### config.mk
export PLATFORM = sky130hd
export DESIGN_NAME = ctl_regs_flat
export DESIGN_NICKNAME = d
export VERILOG_FILES = /design/src/bus_pkg.sv /design/src/bram_req_if.sv /design/src/ctl_regs.sv /design/src/flat_wrapper.sv
export SDC_FILE = /design/constraint.sdc
export NUM_CORES = 1
export LEC_CHECK = 0
export BUFFER_PORTS_ARGS = -buffer_cell sky130_fd_sc_hd__buf_2
export CAP_MARGIN = 25
export CELL_PAD_IN_SITES_DETAIL_PLACEMENT = 0
export CELL_PAD_IN_SITES_GLOBAL_PLACEMENT = 1
export CORE_MARGIN = 2
export CORE_UTILIZATION = 38
export CTS_BUF_LIST = sky130_fd_sc_hd__clkbuf_8
export CTS_CLUSTER_SIZE = 12
export DETAILED_ROUTE_END_ITERATION = 6
export PLACE_DENSITY_LB_ADDON = 0.1
export SYNTH_ARGS = -nofsm -noshare
export SYNTH_HDL_FRONTEND = slang
export SYNTH_SLANG_ARGS = --single-unit
### constraint.sdc
create_clock -name CPU_CKIO -period 3.3 [get_ports CPU_CKIO]
set_clock_uncertainty 0.05 [all_clocks]
set_input_delay 0.33 -clock CPU_CKIO [delete_from_list [all_inputs] [get_ports CPU_CKIO]]
set_output_delay 0.33 -clock CPU_CKIO [all_outputs]
set_load 0.01 [all_outputs]
### src/bus_pkg.sv
package bus_pkg;

  // data word and in-target address widths
  localparam int word_w = 16;
  localparam int word_addr_w = 14;
  localparam int sel_w = 2;

  // target chosen by cpu address bits 16:15
  typedef enum logic [sel_w-1:0] {
    sel_controller = 2'd0,
    sel_mod        = 2'd1,
    sel_normal     = 2'd2,
    sel_stm        = 2'd3
  } bram_select_t;

  typedef logic [word_w-1:0] word_t;
  typedef logic [word_addr_w-1:0] word_addr_t;

  // controller register map, word addresses
  localparam word_addr_t addr_mod_mem_wr_segment = 14'h0000;
  localparam word_addr_t addr_stm_mem_wr_segment = 14'h0001;
  localparam word_addr_t addr_stm_mem_wr_page = 14'h0002;
  localparam word_addr_t addr_ctl_flag = 14'h0003;

  // word of normal and stm banks
  typedef struct packed {
    logic [7:0] intensity;
    logic [7:0] phase;
  } intensity_phase_t;

  // two modulation samples per bus word
  typedef struct packed {
    logic [7:0] odd;
    logic [7:0] even;
  } mod_pair_t;

  // one decoded bus access, 33 bits
  typedef struct packed {
    logic         write;
    bram_select_t sel;
    word_addr_t   addr;
    word_t        data;
  } bus_req_t;

endpackage

### src/bram_req_if.sv
interface bram_req_if;
  import bus_pkg::*;

  // high for one cycle per cpu access
  logic valid;
  // decoded access, stable while valid
  bus_req_t req;

  // driven by the decode stage
  modport src(
    output valid,
    output req
  );

  // register file and memory router listen in parallel
  // no ready, receivers always take the request
  modport dst(
    input valid,
    input req
  );

endinterface

### src/ctl_regs.sv
module ctl_regs #(
  parameter int stm_page_bits = 2
) (
  input  logic                     CPU_CKIO,
  input  logic                     rst_n,
  bram_req_if.dst                  req,
  output logic                     mod_wr_segment,
  output logic                     stm_wr_segment,
  output logic [stm_page_bits-1:0] stm_wr_page,
  output bus_pkg::word_t           ctl_rdata
);
  import bus_pkg::*;

  word_t ctl_flag;
  logic  ctl_hit;
  word_t rd_value;

  assign ctl_hit = req.valid & (req.req.sel == sel_controller);

  // register updates on controller writes
  always_ff @(posedge CPU_CKIO) begin
    if (!rst_n) begin
      mod_wr_segment <= 1'b0;
      stm_wr_segment <= 1'b0;
      stm_wr_page    <= '0;
      ctl_flag       <= '0;
    end else if (ctl_hit && req.req.write) begin
      case (req.req.addr)
        addr_mod_mem_wr_segment: mod_wr_segment <= req.req.data[0];
        addr_stm_mem_wr_segment: stm_wr_segment <= req.req.data[0];
        addr_stm_mem_wr_page:    stm_wr_page <= req.req.data[stm_page_bits-1:0];
        addr_ctl_flag:           ctl_flag <= req.req.data;
        // unmapped, write dropped
        default: ;
      endcase
    end
  end

  // readback mux, narrow registers zero extended
  always_comb begin
    case (req.req.addr)
      addr_mod_mem_wr_segment: rd_value = word_t'(mod_wr_segment);
      addr_stm_mem_wr_segment: rd_value = word_t'(stm_wr_segment);
      addr_stm_mem_wr_page:    rd_value = word_t'(stm_wr_page);
      addr_ctl_flag:           rd_value = ctl_flag;
      default:                 rd_value = '0;
    endcase
  end

  // same latency as the bank read port
  always_ff @(posedge CPU_CKIO) begin
    if (ctl_hit && !req.req.write) begin
      ctl_rdata <= rd_value;
    end
  end

endmodule

### src/flat_wrapper.sv
// flat-port wrapper written by rule: the top's interface ports become plain ports
module ctl_regs_flat import bus_pkg::*;
#(
  parameter int stm_page_bits = 2
)
  (CPU_CKIO, rst_n, mod_wr_segment, stm_wr_segment, stm_wr_page, ctl_rdata, req_valid, req_req);
  bram_req_if req_i ();
  input  logic CPU_CKIO;
  input  logic rst_n;
  output logic mod_wr_segment;
  output logic stm_wr_segment;
  output logic [stm_page_bits-1:0] stm_wr_page;
  output bus_pkg::word_t ctl_rdata;
  input wire logic [$bits(req_i.valid)-1:0] req_valid;
  input wire logic [$bits(req_i.req)-1:0] req_req;
  assign req_i.valid = req_valid;
  assign req_i.req = req_req;
  ctl_regs #(.stm_page_bits(stm_page_bits)) u_core (.CPU_CKIO(CPU_CKIO), .rst_n(rst_n), .req(req_i), .mod_wr_segment(mod_wr_segment), .stm_wr_segment(stm_wr_segment), .stm_wr_page(stm_wr_page), .ctl_rdata(ctl_rdata));
endmodule
Word level (Yosys, flattened, before mapping) --
Index checks and enable logic that the tools add are counted. Widths: inputs -> output; s select.
Storage, ports and cells: register bits after elaboration 36, bits of input ports 36, output and inout bits 20
Cells by class: equal/unequal tests 3, muxes and demuxes 1, bitwise gates (word level) 1, reduce and logical (&&, ||, !) cells 9
Operators with widths (number):
- $pmux 16 s4 | 1
- $eq 14x2->1 const B | 2
- $eq 14x1->1 const B | 1
- $logic_not 14->1 | 1
- $reduce_and 2->1 | 4
- $logic_and 1x1->1 | 2
- $logic_not 2->1 | 1
- $and 1x1->1 | 1
- $logic_not 1->1 | 1

Logic depth before layout (Yosys ltp) --
word-level depth 4, gate-level depth with buffers 6, depth with buffers taken out 4

Worst setup path after synthesis --
OpenSTA, ideal clock, no wires.
path kind input to register, start point input req_req[32], end point register u_core.ctl_rdata[0], enable pin, setup time 0.437 ns, data arrival time 2.120 ns, data required time 2.813 ns, setup slack 0.693 ns, stages on the path 1, path buffers 0, cells stage by stage nor4b_1
Between the ends: longest elaborated chain between the ends 2
RTL lines:
- from (decl) | RTL line flat_wrapper.sv:15 | input wire logic [$bits(req_i.req)-1:0] req_req;
- $logic_not 1->1 | RTL line ctl_regs.sv:52 | if (ctl_hit && !req.req.write) begin
- $logic_and 1x1->1 | RTL line ctl_regs.sv:52
- to (signal assigned) | RTL line ctl_regs.sv:53 | ctl_rdata <= rd_value;
- to (decl) | RTL line ctl_regs.sv:10 | output bus_pkg::word_t ctl_rdata
No other way between the ends. A chain may end at the register's enable or synchronous reset.

Final worst setup path --
start point input req_req[25], end point register u_core.ctl_rdata[2], data pin
Between the ends: longest elaborated chain between the ends 2
RTL lines:
- $eq 14x2->1, or another cell as far along | RTL line ctl_regs.sv:41 | case (req.req.addr)
- $pmux 16 s4 (*) | RTL line ctl_regs.sv:41
- net u_core.rd_value[2] | RTL line ctl_regs.sv:16 | word_t rd_value;
The timed path passes the listed nets; every way through them passes the cells marked *.

==> flow_summary.yaml <==
global_route:
  antenna_found_initial: 0
  gr-max-usage-layer: "met2"
  grt_pass1_vias: 1079
  grt_pass1_wl_um: 5150
  use_met1_pct: 21.0
  use_met2_pct: 22.2
  grt_max_degree: 37
  grt.met3_usage_pct: 5.10
  grt_overflow: 0
  grt_usage_pct: 15.2
sta:
  fin_crit_ns: 1.66
  tns_ns: 0
  final_max_slew_viol_count: 0
  setup_violations: 0
  slew_headroom_pct: 59.8
  max_freq_mhz: 602
  period_share_pct: 50.3
  worst_pin_slew_ns: 0.603
  rsz0062_at_grt: "false"
  hold_violations: 0
power:
  p_leak_nw: 0.728
  peakVddDrop_mv: 0.233
  p_per_area_nw_per_um2: 459
  p_total_uw: 900
run:
  maxCapViolations: 0
clocking:
  cts_buffers: 5
  cts_sinks: 36
  clkTransAtPathRegs_ns: 0.08
  tritoncts: "yes"
  ctsHoldBuffers: 0
  clk-insertion-delay-late_ns: 0.29
  root_buffer: "clkbuf_8"
  ctsResizeCount: 0
  post_cts_buffers: 0
  clock_path_buffers: 2
  htreeDepth: 2
worst_setup_path:
  crit_type: "primary input to flip-flop"
  startpoint_type: "primary input"
  cp.arrival_ns: 1.76
  ff2ff_path_depth: 2
  cp-end-kind: "flip-flop"
  critPathMaxFanout: 20
  worstPathRequired_ns: 3.40
cells_and_area:
  areaGrowthSynthToFinish_pct: 26.5
  antenna_cells: 0
  layout.nets: 226
  final_cell_count_no_fill: 241
  drive_above_1_share_pct: 38.2
die:
  dieArea_um2: 4610
  core-area_um2: 3970
  ios: 56
  num_rows: 23
  die_w_um: 67.9
  die_h_um: 67.9
  start_util_pct: 39.1
yosys:
  yosys_warnings: 0
  yosysTopAreaCell: "edfxtp_1"
  synth-seq-cells: 36
  synth.distinct_cells: 28
  synth_commonest_cells: "dfxtp_1, nand2_1, o211ai_1"
  synth.cell_area_um2: 1550
  synth-edff-count: 16
  synthArstFlopShare_pct: 0
  avgSynthCellArea_um2: 11.3
  ys.flop_type: "dfxtp_1"
  yosys-top-cells-area: "edfxtp_1, dfxtp_1, o211ai_1"
  syn_nets: 173
  seq_area_frac_synth_pct: 56.8
  yosysTopAreaCellShare_pct: 31.0
  postSynthCellCount: 137
drt:
  ant_nets: 0
  routed_wl_um: 3070
  vias_per_cell: 4.79
  vias: 1155
  wl_per_cell_um: 12.7
  first_pass_iters: 4
  drc: 0
  drt_iter0_drc: 35
hold_path:
  min_path_type: "primary input to flip-flop"
  hold_depth: 3
place:
  gp_congestion: 0.749
  portBuffers: 55
  placed_cells: 233
  place_hpwl_um: 2300
outcome:
  outcome: "finished, final reports clean"
[routing by layer]
layer,vias to the layer above,wire [um]
met3,6,202
met4,0,48
li1,609,-
met5,-,0
met1,506,1450
met2,34,1370
[cell families after synthesis]
family	after synthesis	synth area share [%]
buffers and inverters	12	4.11
AO/OA/AOI/OAI	34	13.9
multiplexers	5	4.03
AND/OR/NAND/NOR	50	21.2
flip-flops	36	56.8
[layout by cell type (no fill, tap or decap), types with 2 or more instances in the layout]
cell,count
buf_4,2
o21ai_0,6
buf_2,55
clkbuf_8,5
nand2_1,20
o21ai_1,10
nor4_4,2
nor2_1,2
mux2i_1,4
edfxtp_1,16
o211ai_1,17
and2_1,14
dfxtp_1,20
[where the power goes]
part           internal (mW)  switching, mW
Combinational         0.0239         0.0289
Sequential             0.467       0.000834
Clock                  0.223          0.156
[metrics by stage]
stage               hold slack, ns  instance area, um^2  setup slack, ns  util [%]
global route                 0.219                 1960             1.40      49.4
floorplan                    0.410                 1550            0.693         -
finish                       0.216                 1960             1.64      49.4
detailed placement           0.420                 1850             1.33      46.6
CTS                          0.214                 1960             1.62      49.4
global placement             0.411                 1850             1.39      46.6
[state kept, by name, indices dropped and copies added, names as in the netlist]
signal,cells
u_core.mod_wr_segment,1
u_core.ctl_flag,16
u_core.stm_wr_page,2
u_core.stm_wr_segment,1
u_core.ctl_rdata,16
[final timing paths]
check | startpoint | endpoint | slack (ns)
worst max-delay path | req_req[25] | u_core.ctl_rdata[2] | 1.64
worst min-delay path | req_req[10] | u_core.ctl_flag[10] | 0.22
worst max register to register | u_core.ctl_flag[0] | u_core.ctl_rdata[0] | 2.00
worst min register to register | u_core.mod_wr_segment | u_core.mod_wr_segment | 0.42
[final cells by class]
class	instances	area (um^2)
Clock inverter	3	42.5
Multi-Input combinational cell	89	613
Tap cell	50	62.6
Clock buffer	5	68.8
Timing Repair Buffer	57	290
Fill cell	403	2010
Inverter	1	3.75
Sequential cell	36	881
[critical path: stages]
cell     delay (ns)
buf_2          0.10
nor4_2         0.37
nand3_1        0.12
buf_4          0.22
nor3_2         0.41
and2_1         0.21
Note: power is estimated with default switching activity, not from simulation.
