### config.mk
export PLATFORM = sky130hd
export DESIGN_NAME = bus_decode_flat
export DESIGN_NICKNAME = d
export VERILOG_FILES = /design/src/bus_pkg.sv /design/src/bram_req_if.sv /design/src/bus_decode.sv /design/src/flat_wrapper.sv
export SDC_FILE = /design/constraint.sdc
export NUM_CORES = 1
export LEC_CHECK = 0
export ABC_CLOCK_PERIOD_IN_PS = 5300
export BUFFER_PORTS_ARGS = -buffer_cell sky130_fd_sc_hd__buf_2
export CAP_MARGIN = 15
export CORE_ASPECT_RATIO = 0.5
export CORE_MARGIN = 5
export CORE_UTILIZATION = 49
export DETAILED_ROUTE_END_ITERATION = 6
export PLACE_DENSITY = 0.86
export SLEW_MARGIN = 20
export SYNTH_ARGS = -nofsm -noshare
export SYNTH_HDL_FRONTEND = slang
export SYNTH_SLANG_ARGS = --single-unit
### constraint.sdc
create_clock -name CPU_CKIO -period 5.3 [get_ports CPU_CKIO]
set_clock_uncertainty 0.15 [all_clocks]
set_input_delay 0.53 -clock CPU_CKIO [delete_from_list [all_inputs] [get_ports CPU_CKIO]]
set_output_delay 0.53 -clock CPU_CKIO [all_outputs]
set_load 0.01 [all_outputs]
### src/bus_pkg.sv
package bus_pkg;

  // data word and in-target address widths
  localparam int word_w = 16;
  localparam int word_addr_w = 14;
  localparam int sel_w = 2;

  // target chosen by cpu address bits 16:15
  typedef enum logic [sel_w-1:0] {
    sel_controller = 2'd0,
    sel_mod        = 2'd1,
    sel_normal     = 2'd2,
    sel_stm        = 2'd3
  } bram_select_t;

  typedef logic [word_w-1:0] word_t;
  typedef logic [word_addr_w-1:0] word_addr_t;

  // controller register map, word addresses
  localparam word_addr_t addr_mod_mem_wr_segment = 14'h0000;
  localparam word_addr_t addr_stm_mem_wr_segment = 14'h0001;
  localparam word_addr_t addr_stm_mem_wr_page = 14'h0002;
  localparam word_addr_t addr_ctl_flag = 14'h0003;

  // word of normal and stm banks
  typedef struct packed {
    logic [7:0] intensity;
    logic [7:0] phase;
  } intensity_phase_t;

  // two modulation samples per bus word
  typedef struct packed {
    logic [7:0] odd;
    logic [7:0] even;
  } mod_pair_t;

  // one decoded bus access, 33 bits
  typedef struct packed {
    logic         write;
    bram_select_t sel;
    word_addr_t   addr;
    word_t        data;
  } bus_req_t;

endpackage

### src/bram_req_if.sv
interface bram_req_if;
  import bus_pkg::*;

  // high for one cycle per cpu access
  logic valid;
  // decoded access, stable while valid
  bus_req_t req;

  // driven by the decode stage
  modport src(
    output valid,
    output req
  );

  // register file and memory router listen in parallel
  // no ready, receivers always take the request
  modport dst(
    input valid,
    input req
  );

endinterface

### src/bus_decode.sv
module bus_decode (
  input  logic           CPU_CKIO,
  input  logic           rst_n,
  input  logic [16:0]    addr,
  input  bus_pkg::word_t data_in,
  input  logic           cs1_n,
  input  logic           we0_n,
  input  logic           rd_n,
  bram_req_if.src        req
);
  import bus_pkg::*;

  // sampled bus
  logic [16:0] addr_q;
  word_t       data_q;
  logic        cs1_n_q;
  logic        we0_n_q;
  logic        rd_n_q;
  // strobe levels one cycle older
  logic        we0_n_prev;
  logic        rd_n_prev;

  logic wr_fall;
  logic rd_fall;
  logic wr_start;
  logic rd_start;
  logic start;

  // strobes idle high out of reset
  always_ff @(posedge CPU_CKIO) begin
    if (!rst_n) begin
      cs1_n_q    <= 1'b1;
      we0_n_q    <= 1'b1;
      rd_n_q     <= 1'b1;
      we0_n_prev <= 1'b1;
      rd_n_prev  <= 1'b1;
    end else begin
      cs1_n_q    <= cs1_n;
      we0_n_q    <= we0_n;
      rd_n_q     <= rd_n;
      we0_n_prev <= we0_n_q;
      rd_n_prev  <= rd_n_q;
    end
  end

  always_ff @(posedge CPU_CKIO) begin
    addr_q <= addr;
    data_q <= data_in;
  end

  // first low sample after a high one
  assign wr_fall = we0_n_prev & ~we0_n_q;
  // read only counts while write strobe is idle
  assign rd_fall = rd_n_prev & ~rd_n_q & we0_n_q;
  assign wr_start = wr_fall & ~cs1_n_q;
  assign rd_start = rd_fall & ~cs1_n_q;
  assign start = wr_start | rd_start;

  always_ff @(posedge CPU_CKIO) begin
    if (!rst_n) begin
      req.valid <= 1'b0;
    end else begin
      req.valid <= start;
    end
  end

  // split address into target and word address
  always_ff @(posedge CPU_CKIO) begin
    if (start) begin
      req.req <= '{write: wr_start,
                   sel: bram_select_t'(addr_q[16:15]),
                   addr: addr_q[14:1],
                   data: data_q};
    end
  end

  // a strobe edge outside chip select is a host fault
  a_strobe_in_cs: assert property (@(posedge CPU_CKIO) disable iff (!rst_n)
    (wr_fall || rd_fall) |-> !cs1_n_q)
    else $error("bus strobe started with cs1_n high");

  // pipeline has no back-pressure, accesses need four cycles apart
  a_access_spacing: assert property (@(posedge CPU_CKIO) disable iff (!rst_n)
    start |-> !($past(start, 1) || $past(start, 2) || $past(start, 3)))
    else $error("cpu accesses closer than four cycles");

endmodule

### src/flat_wrapper.sv
// flat-port wrapper written by rule: the top's interface ports become plain ports
module bus_decode_flat import bus_pkg::*;
  (CPU_CKIO, rst_n, addr, data_in, cs1_n, we0_n, rd_n, req_valid, req_req);
  bram_req_if req_i ();
  input  logic CPU_CKIO;
  input  logic rst_n;
  input  logic [16:0] addr;
  input  bus_pkg::word_t data_in;
  input  logic cs1_n;
  input  logic we0_n;
  input  logic rd_n;
  output wire logic [$bits(req_i.valid)-1:0] req_valid;
  output wire logic [$bits(req_i.req)-1:0] req_req;
  assign req_valid = req_i.valid;
  assign req_req = req_i.req;
  bus_decode u_core (.CPU_CKIO(CPU_CKIO), .rst_n(rst_n), .addr(addr), .data_in(data_in), .cs1_n(cs1_n), .we0_n(we0_n), .rd_n(rd_n), .req(req_i));
endmodule
After elaboration in Yosys (flattened, before gate mapping)
Index checks and enable logic that the tools add are counted.
Widths: inputs -> output; s select.

storage, ports and cells
  bits in registers = 72
  bits of input ports = 38
  logic and storage cells = 21

operators by class
  bitwise logic cells = 9

operators with widths
  cell         count
  $and 1x1->1  5
  $not 1->1    3
  $or 1x1->1   1

Longest topological paths before layout
  depth after elaboration = 5
  depth in mapped cells = 2
  depth with buffers taken out = 2

Worst setup path after synthesis
Ideal clock, no wire load.

  path kind = reg-to-reg
  from = register u_core.we0_n_q
  to = register u_core.req.req[0] (netlist name)
  arrival time = 1.432 ns
  path slack = 3.327 ns
  stages on the path, launching flop included = 3
  path buffers = 0
  period minus slack after synthesis = 1.973 ns
  path through = dfxtp_1 -> or3b_4 -> nand2_1

on the way
  longest elaborated chain between the ends = 4
  elaborated cells on any way between the ends = 6

ends and longest elaborated chain
  element                 RTL line          text
  from (decl)             bus_decode.sv:17  logic we0_n_q;
  from (signal assigned)  bus_decode.sv:39  we0_n_q <= we0_n;
  $not 1->1               bus_decode.sv:52  assign wr_fall = we0_n_prev & ~we0_n_q;
  $and 1x1->1             bus_decode.sv:52
  $and 1x1->1             bus_decode.sv:55  assign wr_start = wr_fall & ~cs1_n_q;
  $or 1x1->1 (*)          bus_decode.sv:57  assign start = wr_start | rd_start;
  net u_core.start        bus_decode.sv:27  logic start;

The timed path passes the listed nets; every way through them passes the cells marked *.
A chain may end at the register's enable or synchronous reset.

Worst setup path after layout
  from = register u_core.we0_n_q
  to = register u_core.req.req[30] (netlist name)

on the way
  longest elaborated chain between the ends = 4
  elaborated cells on any way between the ends = 6

ends and longest elaborated chain
  element           RTL line
  $not 1->1         bus_decode.sv:52
  $and 1x1->1       bus_decode.sv:52
  $and 1x1->1       bus_decode.sv:55
  $or 1x1->1 (*)    bus_decode.sv:57
  net u_core.start  bus_decode.sv:27

Marked as above.

==> reports/metrics.yaml <==
sta:
  tns_ns: 0
  max-slew-margin-rel_pct: 74.30
  rsz0062_at_grt: "no"
  hold_slack_ns: 0.1386
  setup_viol: 0
  slew_violations: 0
  finalHoldViolCount: 0
  fmax_mhz: 603.7
  finalCritPeriodShare_pct: 31.25
  max_slew.worst_pin.slew_ns: 0.3855
  layout_min_cycle_time_ns: 1.656
layout:
  finalInstanceArea_sq_um: 2460
  drive_gt1_share_pct: 52.38
  final_nets: 201
  n_fill_cell: 241
  final_cell_mix: "buf_2, dfxtp_1, edfxtp_1"
  final_common_cell: "buf_2"
  synthToLayoutAreaGrowth_pct: 34.84
  diodes: 0
yosys:
  yosysWarnings: 0
  synth_area_sq_um: 1824
  synthCells: 81
  syn-num-nets: 119
  ys_ff_latch: 71
  syn_avg_cell_area_sq_um: 22.52
  synth-seq-area-share_pct: 96.02
  ys_types: 8
cts:
  clk_latency_ns: 0.33
  clock_sinks: 71
  cts-root-buf: "clkbuf_8"
  cts_buffer_depth: 2
  tritoncts: "built"
  post-cts-setup-buffers: 0
  clk_pin_slew_worst_paths_ns: 0.07
  numCtsBuffers: 9
  cts_hold_buf: 0
  cts_resized: 0
  cts_max_level: 3
detailed_routing:
  drt_first_pass_iters: 4
  drt-initial-drc-count: 54
  vias_per_cell: 4.041
  wire_per_inst_um: 13.08
  antenna_left: 0
  wirelength_mm: 2.864
  via_count: 885
  drc: 0
power:
  p_leak_nw: 1.048
  power_density_nw_per_um2: 438.7
  power_mw: 1.079
  intPower_mw: 0.8767
  ir_drop_uv: 226.6
  seqPwrFrac_pct: 55.8
  switching_power_mw: 0.2024
  power.share.clock_pct: 41.4
  p_sw_share_pct: 18.76
  power_frac_comb_pct: 2.8
placement:
  dpl_cell_area_sq_um: 2246
  io_buffers: 70
  globalplace.congestion: 0.6459
flow_run:
  cap_violations: 0
worst_setup_path:
  worst_setup_path_start_kind: "flop"
  critPathRequiredTime_ns: 5.15
  critical_path_class: "reg -> reg"
  end_kind: "flop"
  crit_fanout: 33
  arrival_ns: 1.50
floorplan:
  core_sq_um: 3510
  die_h_um: 53.15
  initial_core_util_pct: 51.98
  dieArea_sq_um: 5117
  num_rows: 15
  die_w_um: 96.29
  ios: 72
min_path:
  hold_class: "in -> reg"
grt:
  grt_pass1_vias: 935
  grt_start_max_net_pins: 34
  grt_usage_pct: 12.72
  antenna_found_initial: 0
  overflow: 0
  grt_pass1_wl_mm: 4.326
run_status:
  status: "complete, no violations"
==> area by class of cell <==
type / count / area (sq um) / share of cell area (%)
Timing Repair Buffer: 71 / 357.8 / 14.55
Clock inverter: 6 / 86.33 / 3.510
Multi-Input combinational cell: 9 / 68.82 / 2.798
Sequential cell: 71 / 1752 / 71.21
Inverter: 1 / 3.754 / 0.1526
Tap cell: 51 / 63.81 / 2.594
Clock buffer: 10 / 127.6 / 5.188
==> layer usage <==
metal  GRT usage, %  part of all wire [%]  vias up
li1               -                     -      446
met1          11.52                    34      402
met2          21.94                    57       33
met3          7.955                   7.7        4
met4          7.209                  0.94        0
met5              0                     0        -
==> final timing paths <==
kind | start | end | slack (ns) | cells after the start
setup / recovery | u_core.we0_n_q | u_core.req.req[30] | 3.64 | 3
setup reg to reg | u_core.we0_n_q | u_core.req.req[30] | 3.64 | 3
hold / removal | data_in[5] | u_core.data_q[5] | 0.14 | 1
hold reg to reg | u_core.data_q[4] | u_core.req.req[4] | 0.25 | 0
==> kinds of logic (layout without fill, tap and decap cells) <==
logic type / after synthesis / after routing / share of synthesized area (%)
flip-flops: 71 / 71 / 96.02
AND/OR/NAND/NOR: 8 / 8 / 3.155
AO/OA/AOI/OAI: 1 / 1 / 0.6172
buffers and inverters: 1 / 88 / 0.2056
==> stage by stage <==
step	instances	utilization, %	worst slack, ns
final	219	70.09	3.644
after global routing	219	70.09	3.547
after CTS	219	70.09	3.629
after detailed placement	203	63.99	3.637
after global placement	203	63.99	3.666
after floorplan	81	-	3.327
==> Yosys cell counts, drive strengths merged <==
cell | n | share of area, %
dfxtp | 38 | 42
edfxtp | 33 | 54
nand2b | 5 | 1.7
a21boi | 1 | 0.62
inv | 1 | 0.21
nand2 | 1 | 0.21
nand4bb | 1 | 0.62
or3b | 1 | 0.62
==> worst max-delay path, cell delays in order (launching register included) <==
cell and delay (ns):
dfxtp_1 0.33, or3b_4 0.41, nand2_1 0.07, buf_4 0.36
==> power by group through the flow <==
stage / Sequential (mW) / Combinational, mW / Clock [mW]
floorplan: 0.618 / 0.00537 / 0
global placement: 0.613 / 0.0297 / 0
detailed placement: 0.615 / 0.0304 / 0
CTS: 0.603 / 0.0309 / 0.460
global route: 0.605 / 0.0334 / 0.488
finish: 0.603 / 0.0301 / 0.446
==> sequential cells by signal (all words and copies together) (netlist names) <==
name	flops
u_core.req.req	33
u_core.addr_q	16
u_core.data_q	16
u_core.cs1_n_q	1
u_core.rd_n_prev	1
u_core.rd_n_q	1
u_core.req.valid	1
u_core.we0_n_prev	1
u_core.we0_n_q	1
(Power assumes the default switching activity.)
