**config.mk**
```make
export PLATFORM = sky130hd
export DESIGN_NAME = read_return
export DESIGN_NICKNAME = d
export VERILOG_FILES = /design/src/bus_pkg.sv /design/src/read_return.sv
export SDC_FILE = /design/constraint.sdc
export NUM_CORES = 1
export LEC_CHECK = 0
export ABC_CLOCK_PERIOD_IN_PS = 1000
export BUFFER_PORTS_ARGS = -buffer_cell sky130_fd_sc_hd__buf_2
export CORE_UTILIZATION = 39
export CTS_BUF_LIST = sky130_fd_sc_hd__clkbuf_4 sky130_fd_sc_hd__clkbuf_8 sky130_fd_sc_hd__clkbuf_16
export DETAILED_ROUTE_END_ITERATION = 6
export GPL_TIMING_DRIVEN = 0
export HOLD_SLACK_MARGIN = 0.08
export PLACE_DENSITY = 0.83
export SYNTH_ARGS = -nofsm -noshare
export SYNTH_HDL_FRONTEND = slang
export SYNTH_SLANG_ARGS = --single-unit
```
**constraint.sdc**
```tcl
create_clock -name CPU_CKIO -period 1 [get_ports CPU_CKIO]
set_input_delay 0.1 -clock CPU_CKIO [delete_from_list [all_inputs] [get_ports CPU_CKIO]]
set_output_delay 0.1 -clock CPU_CKIO [all_outputs]
set_load 0.02 [all_outputs]
```
**src/bus_pkg.sv**
```systemverilog
package bus_pkg;

  // data word and in-target address widths
  localparam int word_w = 16;
  localparam int word_addr_w = 14;
  localparam int sel_w = 2;

  // target chosen by cpu address bits 16:15
  typedef enum logic [sel_w-1:0] {
    sel_controller = 2'd0,
    sel_mod        = 2'd1,
    sel_normal     = 2'd2,
    sel_stm        = 2'd3
  } bram_select_t;

  typedef logic [word_w-1:0] word_t;
  typedef logic [word_addr_w-1:0] word_addr_t;

  // controller register map, word addresses
  localparam word_addr_t addr_mod_mem_wr_segment = 14'h0000;
  localparam word_addr_t addr_stm_mem_wr_segment = 14'h0001;
  localparam word_addr_t addr_stm_mem_wr_page = 14'h0002;
  localparam word_addr_t addr_ctl_flag = 14'h0003;

  // word of normal and stm banks
  typedef struct packed {
    logic [7:0] intensity;
    logic [7:0] phase;
  } intensity_phase_t;

  // two modulation samples per bus word
  typedef struct packed {
    logic [7:0] odd;
    logic [7:0] even;
  } mod_pair_t;

  // one decoded bus access, 33 bits
  typedef struct packed {
    logic         write;
    bram_select_t sel;
    word_addr_t   addr;
    word_t        data;
  } bus_req_t;

endpackage

```
**src/read_return.sv**
```systemverilog
module read_return (
  input  logic                      CPU_CKIO,
  input  logic                      rst_n,
  input  logic                      rd_pending,
  input  bus_pkg::bram_select_t     rd_sel,
  input  bus_pkg::word_t            ctl_rdata,
  input  bus_pkg::mod_pair_t        mod_rdata,
  input  bus_pkg::intensity_phase_t normal_rdata,
  input  bus_pkg::intensity_phase_t stm_rdata,
  output bus_pkg::word_t            data_out,
  output logic                      rdata_valid
);
  import bus_pkg::*;

  word_t rd_mux;

  // pick source of the pending read
  always_comb begin
    case (rd_sel)
      sel_controller: rd_mux = ctl_rdata;
      sel_mod:        rd_mux = word_t'(mod_rdata);
      sel_normal:     rd_mux = word_t'(normal_rdata);
      sel_stm:        rd_mux = word_t'(stm_rdata);
      default:        rd_mux = '0;
    endcase
  end

  // data held until the next read completes
  always_ff @(posedge CPU_CKIO) begin
    if (!rst_n) begin
      data_out    <= '0;
      rdata_valid <= 1'b0;
    end else begin
      rdata_valid <= rd_pending;
      if (rd_pending) begin
        data_out <= rd_mux;
      end
    end
  end

endmodule

```
# [Word level (Yosys, flattened, before mapping)]
# Cells that the tools add are included.
[op_classes] n_reduce_logical=1 mux=1 eq_ne=3
[ops] op="16-bit case mux with 4 select lines" count=1
[ops] op="2-bit == test (second input constant)" count=2
[ops] op="2-bit by 1-bit == test with 1-bit output (second input constant)" count=1
[ops] op="2-bit zero test" count=1
[totals] out_inout_bits=17 in_bits=69 regBits=17

# [Depth between registers and ports, before layout]
# Gate-level depths: netlist of run 1.
[depth] ltp_word=2 mapped_depth=4 mapped_depth_nobuf=2

# [Worst setup path after synthesis of run 1]
# OpenSTA, ideal clock, no wires.
[synth_path] path_kind="input to register" from="input rd_sel[1]" to="register data_out[1]" t_arrival_ns=0.673 setup_slack_ns=0.199 required_ns=0.872 stages=4 path_cell_list="buf_6 -> buf_8 -> mux2i_1 -> o221ai_2"
[synth_between] elab_chain_len=2 word_cells_on_any_way=5 cone_classes="eq/ne: 3; mux: 1; reduce/logical: 1"
[synth_lines] item="start: declaration" line="read_return.sv:5" source="input bus_pkg::bram_select_t rd_sel,"
[synth_lines] item="2-bit == test, or another cell as far along" line="read_return.sv:19" source="case (rd_sel)"
[synth_lines] item="16-bit case mux with 4 select lines (*)" line="read_return.sv:19"
[synth_lines] item="end signal: assignment" line="read_return.sv:36" source="data_out <= rd_mux;"
[synth_lines] item="end: declaration" line="read_return.sv:10" source="output bus_pkg::word_t data_out,"
# Every way passes the cells marked *; elsewhere a longest branch is shown, timed or not.
# A chain may end at the register's enable or synchronous reset.

# [Worst setup path in the final report of run 1]
[layout_path] from="register data_out[13]" to="output data_out[13]"
# No word-level cell between the ends.

==> results.txt, run 1 <==
The run finished with clean final reports. The class of the most critical setup path is reg2out. The startpoint identified for the worst register-to-register timing path is data_out[13]$_SDFFE_PN0P_. The combinational share of power came out at 0.309. Walking the worst path, the cells encountered are buf_2.

The time the worst path needs with I/O delays and setup is between 0.9 and 1 ns. The length of routed met3 wiring came out at 159 µm. The switching share of total power came out at 0.306. Across every metal layer, demand over resource in global routing totals 0.221. The sequential standard cell area is between 300 and 400 µm². The part of the total power dissipated in sequential elements is 0.459. Measured against its own limit, the worst slew margin works out to 0.879. The post-route met1 wirelength is approximately 1200 µm. The most common cell after layout, fill and taps aside is sky130_fd_sc_hd__buf_2. The later pin in the worst-skew pair is clocked with a latency of between 0.2 and 0.3 ns. The first global-routing pass estimated ~4700 µm of wire. The switching component of the power came out at approximately 0.00050 W.

STA classifies the critical path endpoint as an output port. Setup repair after global routing left no endpoint under its margin. The final-layout worst hold slack is around 0.11 ns. The hold-fix buffer count after cts came out at 0. In this run the count of I/O pins placed on the die edge is 86. In this run the number of cells on the critical path is 1.

The overall via count from detail_route is between 1000 and 1500. The total iterations of the first detailed-routing run is 4. Counting the buffers created by CTS gives 3. The achievable frequency is 1050 MHz. The path with the worst hold slack has its endpoint at data_out[10]$_SDFFE_PN0P_. The clock root buffer master is sky130_fd_sc_hd__clkbuf_4. CTS built an H-tree with a depth of 1. The setup slack on the worst flop-to-flop path came out at between 0.3 and 0.4 ns. The per-instance average area after synthesis came out at around 12 µm². Among all stages on the critical path, the largest delay is contributed by sky130_fd_sc_hd__dfxtp_1. The remaining global-route overflow is 0. The path class of the tightest hold or removal check is in2reg.

TritonCTS built the clock tree. The number of synthesis warnings is 0. The combined area of all synthesized cells is 1080 µm². The core region is ~2500 µm². VDD sags by at most about 0.00070 V. The global placer's final weighted congestion is 0.799. Together, buffers and inverters on the worst path number 1. The setup clock skew after layout came out at 0 ns. The count of standard-cell rows came out at 18. The die outline height is 54.7 µm. The number of hold-slack violations in the final timing report is 0.

The filler cell count came out at 235. The number of violations of the max-capacitance limit is 0. The number of antenna cells inserted came out at 0. The layout net count is between 200 and 300. The setup TNS is 0 ns. The largest incremental delay on the critical path is about 0.38 ns. The area of combinational cells with multiple inputs came out at roughly 640 µm². The sequential area share after synthesis is 0.315. After detailed routing, no signal wire sits above met4. The horizontal die dimension is 54.7 µm. The number of nets in the synthesized netlist came out at approximately 160. The total length of routed wires is ~3000 µm. The cell area power density came out at approximately 1100 nW/µm².

The share of the clock period used by the worst path came out at 0.948. The share of post-route cells with drive strength above 1 is 0.556. The post-CTS setup repair buffer count came out at 0. The estimated wirelength of the detail-placed design came out at ~2400 µm. The number of buffers inserted by port buffering came out at around 80.

The endpoint identified for the worst register-to-register timing path is data_out[13]$_SDFFE_PN0P_. The number of antenna violations at the first check in global routing came out at 0. The antenna violation net count after detailed routing came out at 0. Entering global routing, the biggest net connects 12 pins.

The family with the most delay on the worst path is flip-flops. The worst setup path is launched from a flop. The detailed route wirelength on metal2 came out at roughly 1600 µm.

At the pin with the least slew margin, the transition time is 0.176 ns. The data required time of the critical path is 0.90 ns. In the routed design, unresolved DRC markers number 0.

The reported leakage power came out at between 0.8 and 0.9 nW. The max-slew violation count came out at 0. The clock transition at the registers of the reported paths came out at 0.11 ns. Along the worst path, the maximum fanout reaches 2. For the worst setup path, the data arrival time is around 0.85 ns. For this configuration, the core starts out at a cell density of 0.425. The total die area is about 3000 µm². The internal power consumption is about 0.0011 W. The number of DRC markers in iteration 0 came out at 11. The area growth from synthesis to layout is 44.2%. The number of distinct library cells after synthesis came out at 12.

The CTS sink count came out at 17. The gate count after technology mapping came out at between 90 and 100. The number of global-route vias before repair came out at 1083. The worst hold path begins at mod_rdata[10]. Counting cells, the worst reg-to-reg path comes to 2. Gates resized during post-CTS repair numbered 0. The routed via count divided by cell count came out at 5.28. Setup violations remaining at the end of the flow were counted as 0.

The cell count of the worst hold path is 3. The register bit count reported by yosys is 17. The maximum number of buffers from clock root to sink is 2. In the layout the commonest cells are sky130_fd_sc_hd__buf_2, sky130_fd_sc_hd__mux2i_1, sky130_fd_sc_hd__dfxtp_1. The routed length per placed instance is around 15 µm.

Of the total power, the clock network draws 0.233.
-- kinds of logic after synthesis --
group | Yosys count | share of synthesized area
mux | 32 | 0.296
simple gates | 19 | 0.152
flops | 17 | 0.315
compound gates | 16 | 0.141
buf+inv | 10 | 0.0961
-- power by group through the flow --
stage	sequential [W]	combinational, W	clock (W)
after global routing	0.000762	0.000551	0.000436
after global placement	0.000768	0.000500	0
final	0.000756	0.000509	0.000384
after floorplan	0.000835	0.000230	0
after CTS	0.000756	0.000515	0.000402
after detailed placement	0.000771	0.000514	0
-- through the flow --
stage          total power, W  std cells  setup slack (ns)  instance area (µm²)  utilization
5_1_grt               0.00175        210            0.0198                 1560        0.613
6_report              0.00165        210            0.0520                 1560        0.613
4_1_cts               0.00167        210            0.0472                 1560        0.613
3_3_place_gp          0.00127        206             0.151                 1530        0.601
3_5_place_dp          0.00128        206             0.122                 1530        0.601
2_1_floorplan         0.00107         94             0.199                 1080            -
-- sequential cells by signal (all words and copies together), names as in the netlist --
signal	flops
data_out	16
rdata_valid	1
-- layer usage --
layer	track usage	vias to the layer above
met1	0.270	520
met3	0.0194	2
met5	0	-
met2	0.384	41
li1	-	545
met4	0.103	0
-- synthesized netlist by cell type --
master | number | share of area
sky130_fd_sc_hd__mux2i_1 | 32 | 0.30
sky130_fd_sc_hd__dfxtp_1 | 17 | 0.31
sky130_fd_sc_hd__nand3b_1 | 16 | 0.11
sky130_fd_sc_hd__o221ai_1 | 14 | 0.11
sky130_fd_sc_hd__buf_6 | 3 | 0.031
sky130_fd_sc_hd__buf_8 | 3 | 0.042
sky130_fd_sc_hd__buf_2 | 2 | 0.0093
sky130_fd_sc_hd__buf_4 | 2 | 0.014
sky130_fd_sc_hd__o221ai_2 | 2 | 0.028
sky130_fd_sc_hd__and2_1 | 1 | 0.0058
sky130_fd_sc_hd__nand3_4 | 1 | 0.016
sky130_fd_sc_hd__nand3b_4 | 1 | 0.019
-- cell type report --
class | instances | area share
multi-input combinational | 67 | 0.409
timing repair buffer | 82 | 0.263
sequential | 17 | 0.218
buffer | 10 | 0.0666
tap | 30 | 0.0241
clock buffer | 3 | 0.0144
clock inverter | 1 | 0.00482
-- worst max path at each step --
stage                                    startpoint                        end  slack (ns)
after detailed placement                  rd_sel[0]   data_out[9]$_SDFFE_PN0P_        0.12
after floorplan                           rd_sel[1]   data_out[1]$_SDFFE_PN0P_        0.20
after global routing      data_out[13]$_SDFFE_PN0P_               data_out[13]        0.02
after global placement                    rd_sel[1]  data_out[15]$_SDFFE_PN0P_        0.15
after CTS                 data_out[13]$_SDFFE_PN0P_               data_out[13]        0.05
final                     data_out[13]$_SDFFE_PN0P_               data_out[13]        0.05
-- tightest hold or removal path: cells and delay by family --
kind / cells / cell delay [ns]
buffers and inverters: 1 / 0.08
muxes: 1 / 0.05
AOI/OAI and AO/OA: 1 / 0.13
No activity file was read; power rests on OpenSTA's default activity.
==> inputs of run 2 (changes only) <==
Settings changed: CORE_MARGIN set to 2.
==> run 2 against run 1 <==
  * Core utilization down 3.3 points
  * First-iteration DRC count grew to 3.5 times the previous value
  * Clock power is 2% lower
  * Largest cell class unchanged
  * Die area is 7.5% higher
  * Sequential share of layout area hardly changed
  * Highest routed layer unchanged
  * Critical path depth unchanged
==> results.txt, run 2 (synthesized netlist as in run 1, its figures left out) <==
The number of violations of the max-capacitance limit came out at 0. The detailed router placed roughly 1100 vias in this run. The cell area after placement is between 1500 and 2000 µm². The all-layer global routing usage is 0.207. The total overflow left after global routing is 0. Routability-driven placement finished with a final weighted congestion of about 0.73. Compared with the post-synthesis result, the final layout area differs by 44.1%. The number of global-route vias before repair came to approximately 1200. The pin count of the biggest net entering global routing came out at 11. The setup clock skew after layout came out at 0 ns. The final number of setup-violating endpoints is 0.

The hold-fix buffer count after cts is 0. The count of standard-cell rows is 19. The finished cells cover between 1500 and 2000 µm². The clock network latency to the later pin of the worst-skew pair came out at between 0.2 and 0.3 ns. The routed via count divided by cell count is 5.44. Summed over all failing endpoints, the final setup total negative slack is 0 ns. The class of the most critical setup path is reg2out. The horizontal die dimension came out at approximately 57 µm. Post-CTS repair changed the size of 0 cells. The reported leakage power is a little over 0.8 nW. The number of primary I/O pins is between 80 and 90.

The type of element launching the critical path is a flop. The max-slew violation count came to 0. The CTS tree is done. The path type of the worst min-delay path is in2reg. The time the worst path needs with I/O delays and setup is ~0.92 ns. In this run the worst path has a maximum fanout of 2. The root buffer cell chosen for the clock tree is sky130_fd_sc_hd__clkbuf_4. The number of DRC markers in iteration 0 is 38.

The number of buffer and inverter stages on the critical path is 1. The estimated wirelength of the detail-placed design came out at between 2000 and 3000 µm. Clock-pin slew was measured on the worst setup and hold paths at roughly 0.11 ns. The final-layout worst hold slack came out at 0.100 ns. The achievable frequency is ~1100 MHz. The family with the most delay on the worst path is flip-flops. In the final layout, the share of cells above drive strength 1 is 0.556.

Wires add up to between 3000 and 4000 µm. The transition at the pin with the smallest max-transition slack came out at between 0.2 and 0.25 ns. At the end of the flow, the number of nets in the layout was 250. The number of H-tree branching levels is 1. The kind of end point of the critical path is an output port. The register with the most flip-flops in the final layout is data_out. After detailed routing, the average wire length per cell comes to 15.4 µm.

The number of buffers inserted by port buffering came out at between 80 and 90. The effective utilization at floorplan came out at 0.402. Headroom to the max-slew limit came out at 0.861. The data required time of the critical path is ~0.90 ns. The antenna violation net count after detailed routing came out at 0. The maximum number of buffers from clock root to sink came out at 2. The total die area came out at 3210 µm². The critical path goes through buf_2. The flow ran to the end, and the final reports show no timing, DRC or antenna violations. The number of hold-slack violations in the final timing report is 0. Setup repair after global routing left no endpoint under its margin.

The maximum vdd drop is about 0.00075 V. In the routed design, unresolved DRC markers number 0. The number of antenna violations at the first check in global routing came out at 0. The number of instances in the placed design came out at just over 200.

The total iterations of the first detailed-routing run is 4. Dividing total power by cell area gives a power density of between 1000 and 1500 nW/µm². In this design, the stage delay of the slowest critical-path cell is approximately 0.35 ns. The filler cells instantiated in the layout total 250. The first-pass GRT wire length is about 5200 µm. The largest registers in the layout are data_out (16), rdata_valid (1). The post-CTS setup repair buffer count is 0. In the layout the commonest cells are sky130_fd_sc_hd__buf_2, sky130_fd_sc_hd__mux2i_1, sky130_fd_sc_hd__dfxtp_1. At the worst endpoint, the arrival time is ~0.8 ns.

The number of clock buffers added by TritonCTS is 3. The register with the most flip-flops in the layout has 16 of them. The completed layout was analyzed and its total power is about 0.0016 W. Leaving out filler cells and counting taps, the final layout contains 211. The slowest stage of the critical path belongs to the cell sky130_fd_sc_hd__dfxtp_1. The CTS sink count is 17. The share of the clock period used by the worst path came out at 0.922. Leaving out fill and tap cells, the most frequent cell in the layout is sky130_fd_sc_hd__buf_2. In this run the vertical extent of the chip is about 57 µm. The placeable core region came out at roughly 2700 µm². 0 antenna diodes ended up in the layout.
==> run 2: worst register-to-register path: stages, from the launching register on <==
cell	delay (ns)
sky130_fd_sc_hd__dfxtp_1	0.33
sky130_fd_sc_hd__nand3b_1	0.08
sky130_fd_sc_hd__o221ai_1	0.11
==> run 2: cell type report <==
type	count	area (µm²)	share of cell area
clock inverters	1	5.00	0.00321
well taps	31	38.8	0.0249
multi-input cells	67	637	0.409
plain buffers	10	104	0.0667
repair buffers	82	410	0.263
flip-flops and latches	17	340	0.218
clock buffers	3	22.5	0.0145
==> run 2: final timing paths <==
check	start	end	slack, ns	cells past startpoint
hold reg to reg	data_out[10]$_SDFFE_PN0P_	data_out[10]$_SDFFE_PN0P_	0.51	2
hold / removal	mod_rdata[10]	data_out[10]$_SDFFE_PN0P_	0.10	3
setup / recovery	data_out[15]$_SDFFE_PN0P_	data_out[15]	0.08	1
setup reg to reg	data_out[14]$_SDFFE_PN0P_	data_out[14]$_SDFFE_PN0P_	0.36	2
==> run 2: power by group <==
| part | switching, W | internal [W] |
|---|---|---|
| sequential | 0.0000251 | 0.000730 |
| combinational | 0.000253 | 0.000263 |
| clock | 0.000228 | 0.000149 |
==> run 2: routing by layer <==
metal	track usage	share of wire	vias to the layer above	routed length, µm
met1	0.238	0.38	544	1240
met4	0.0986	0.023	0	74
met5	0	0	-	0
met3	0.0276	0.053	9	171
li1	-	-	548	-
met2	0.374	0.54	46	1770
==> run 2: per-stage QoR <==
stage / setup WS, ns / util
after CTS: 0.0750 / 0.580
after global routing: 0.0263 / 0.580
after detailed placement: 0.0921 / 0.570
after floorplan: 0.199 / -
final: 0.0784 / 0.580
after global placement: 0.119 / 0.570
==> inputs of run 3 (changes only) <==
--- a/config.mk
+++ b/config.mk
@@ -15,3 +15,3 @@
 export HOLD_SLACK_MARGIN = 0.08
-export PLACE_DENSITY = 0.83
+export PLACE_DENSITY = 0.82
 export SYNTH_ARGS = -nofsm -noshare
==> constraint.sdc (replaced) <==
create_clock -name CPU_CKIO -period 1 [get_ports CPU_CKIO]
set_input_delay 0.05 -clock CPU_CKIO [delete_from_list [all_inputs] [get_ports CPU_CKIO]]
set_output_delay 0.05 -clock CPU_CKIO [all_outputs]
set_load 0.02 [all_outputs]
==> run 3 against run 2 <==
  * Global-route usage grew 5.8 points
  * Total power increased by 5.0%
  * Clock-buffer cell count unchanged
  * Routed wire length is 24% higher
  * Die area unchanged
  * Maximum frequency increased by 2.0%
  * Largest power group unchanged
==> results.txt, run 3 (synthesized netlist as in run 1, its figures left out) <==
The peak fanout along the critical path is 6. The antenna violation net count after detailed routing is 0. Setup slack on the worst reg-to-reg path comes out at about 0.33 ns. On the critical path, the stage with the largest delay is an instance of sky130_fd_sc_hd__dlygate4sd3_1. The post-CTS setup repair buffer count came out at 0.

On the worst path, the slowest cell contributes a delay of between 0.6 and 0.7 ns. The reported leakage power came out at about 0.93 nW. The total die area came out at roughly 3200 µm². Setup repair after global routing left no endpoint under its margin. More flip-flops sit in one register than any other, and that register is data_out.

The count of cells resized by post-cts repair is 0. The die is 56.7 µm wide. The routed design could run at a clock period as short as roughly 0.90 ns.

The number of H-tree branching levels is 1. Once routing completed, OpenROAD measured the worst setup slack at a little under 0.1 ns. The overall via count from detail_route is 1300.

The total CTS buffers came out at 3. The effective utilization at floorplan came out at 0.402. The setup clock skew after layout came out at 0 ns. The area growth from synthesis to layout is 67.2%. The share of post-route cells with drive strength above 1 is 0.488. Setup violations remaining at the end of the flow were counted as 0. The clock root buffer master is sky130_fd_sc_hd__clkbuf_4. The routed via count divided by cell count came out at about 5.5. The worst setup path is captured at a flop.

The transition at the pin with the smallest max-transition slack is 0.268 ns. In this run the core area contains 19 standard-cell rows. The maximum vdd drop is a little over 0.0007 V. The remaining global-route overflow is 0. The cell area power density is roughly 960 nW/µm². The area of combinational cells with multiple inputs is 637 µm². The worst path arrival time came out at 1.07 ns. The filler cell count came out at 228. Measured against its own limit, the worst slew margin works out to 0.821. The number of DRC markers in iteration 0 came out at 38. At the placement stage, the worst setup path has a slack of roughly 0.15 ns. Across the whole layout, storage elements account for between 300 and 400 µm². The die outline height is between 50 and 60 µm.

The pin count of the biggest net entering global routing came out at 11. In the final layout, the registers with the most flip-flops are data_out (16), rdata_valid (1). The max-slew violation count is 0.

The number of antenna cells inserted came out at 0. The first-pass GRT wire length is ~6500 µm. The maximum number of buffers from clock root to sink is 2.

The number of violations of the max-capacitance limit is 0. In this run the standard cell core region covers between 2000 and 3000 µm². The path class of the tightest hold or removal check is in2reg. The type of element launching the critical path is a primary input. The clock network latency to the later pin of the worst-skew pair came out at about 0.28 ns. The number of buffers inserted by port buffering is between 80 and 90.

The number of hold-slack violations in the final timing report is 0. The achievable frequency is roughly 1100 MHz. The most common cell after layout, fill and taps aside is sky130_fd_sc_hd__buf_2. Walking the worst path, the cells encountered are buf_6, dlygate4sd3_1, nand3b_1, o221ai_1. After clock tree synthesis, the clock-pin slew on the worst setup and hold paths is about 0.1 ns.

The all-layer global routing usage is 0.265. In the finished design, the share of the clock period the worst path needs comes to 0.904. The setup path with the least slack is of type in2reg. The global placer's final weighted congestion is around 0.7.

Adding up every negative setup slack in the final design gives 0 ns. The total iterations of the first detailed-routing run came out at 4. The layout net count came out at 275. The register with the most flip-flops in the layout has 16 of them. For this run, design rule violations remaining after detail routing come to 0. The data required time of the critical path came out at approximately 1.2 ns. The run finished with clean final reports. For this block, the routed nets add up to ~4000 µm of wire. The total power of the final layout came out at roughly 0.0017 W. The number of global-route vias before repair was around 1500. The library cells used most frequently in the layout, excluding fill and tap cells, are sky130_fd_sc_hd__buf_2, sky130_fd_sc_hd__mux2i_1, sky130_fd_sc_hd__dlygate4sd3_1. TritonCTS built the clock tree. The number of antenna violations at the first check in global routing came out at 0.

After detailed routing, the average wire length per cell comes to 17.1 µm. The estimated wirelength of the detail-placed design came out at 2590 µm. The number of primary I/O pins came out at between 80 and 90. The CTS sink count came out at 17.
[run 3: cell count changes in the layout (fill, tap and decap cells not counted), sizes merged]
| cell | previous run | this run |
|---|---|---|
| dlygate4sd3 | 0 | 25 |
[run 3: path summary, 6_finish.rpt]
path,startpoint,end,cells past startpoint
hold reg to reg,data_out[12]$_SDFFE_PN0P_,data_out[12]$_SDFFE_PN0P_,2
setup reg to reg,data_out[9]$_SDFFE_PN0P_,data_out[9]$_SDFFE_PN0P_,2
setup / recovery,rst_n,data_out[0]$_SDFFE_PN0P_,4
hold / removal,normal_rdata[15],data_out[15]$_SDFFE_PN0P_,3
[run 3: report_power, final]
group | switching, W | internal (W) | total (W)
combinational | 0.000279 | 0.000327 | 0.000606
clock | 0.000220 | 0.000149 | 0.000369
sequential | 0.0000268 | 0.000730 | 0.000757
[run 3: per-stage QoR]
step	util	instances	instance area, µm²	hold WS, ns
after CTS	0.673	236	1810	0.0801
after global placement	0.570	207	1530	0.351
after detailed placement	0.570	207	1530	0.368
after floorplan	-	94	1080	0.250
after global routing	0.673	236	1810	0.0878
final	0.673	236	1810	0.0790
[run 3: what timing repair did]
item,CTS,global route
hold endpoints to repair,13,0
hold buffers,25,0
endpoints found under the setup margin,0,0
[run 3: worst max-delay path: cells and delay by family]
family	cells	cell delay, ns
buffers and inverters	2	0.77
and+or+nand+nor	1	0.13
AOI/OAI and AO/OA	1	0.11
[run 3: cell type report]
| type | count | share of cell area |
|---|---|---|
| Timing Repair Buffer | 107 | 0.365 |
| Buffer | 10 | 0.0574 |
| Clock buffer | 3 | 0.0125 |
| Multi-Input combinational cell | 67 | 0.352 |
| Sequential cell | 17 | 0.188 |
| Tap cell | 31 | 0.0215 |
| Clock inverter | 1 | 0.00277 |
[run 3: metal layers]
metal  vias to the layer above  routed length [µm]  global-route usage
met5                         -                   0                   0
met1                       610                1470               0.267
met3                        20                 224              0.0392
li1                        600                   -                   -
met4                         0                 206               0.197
met2                        70                2120               0.485
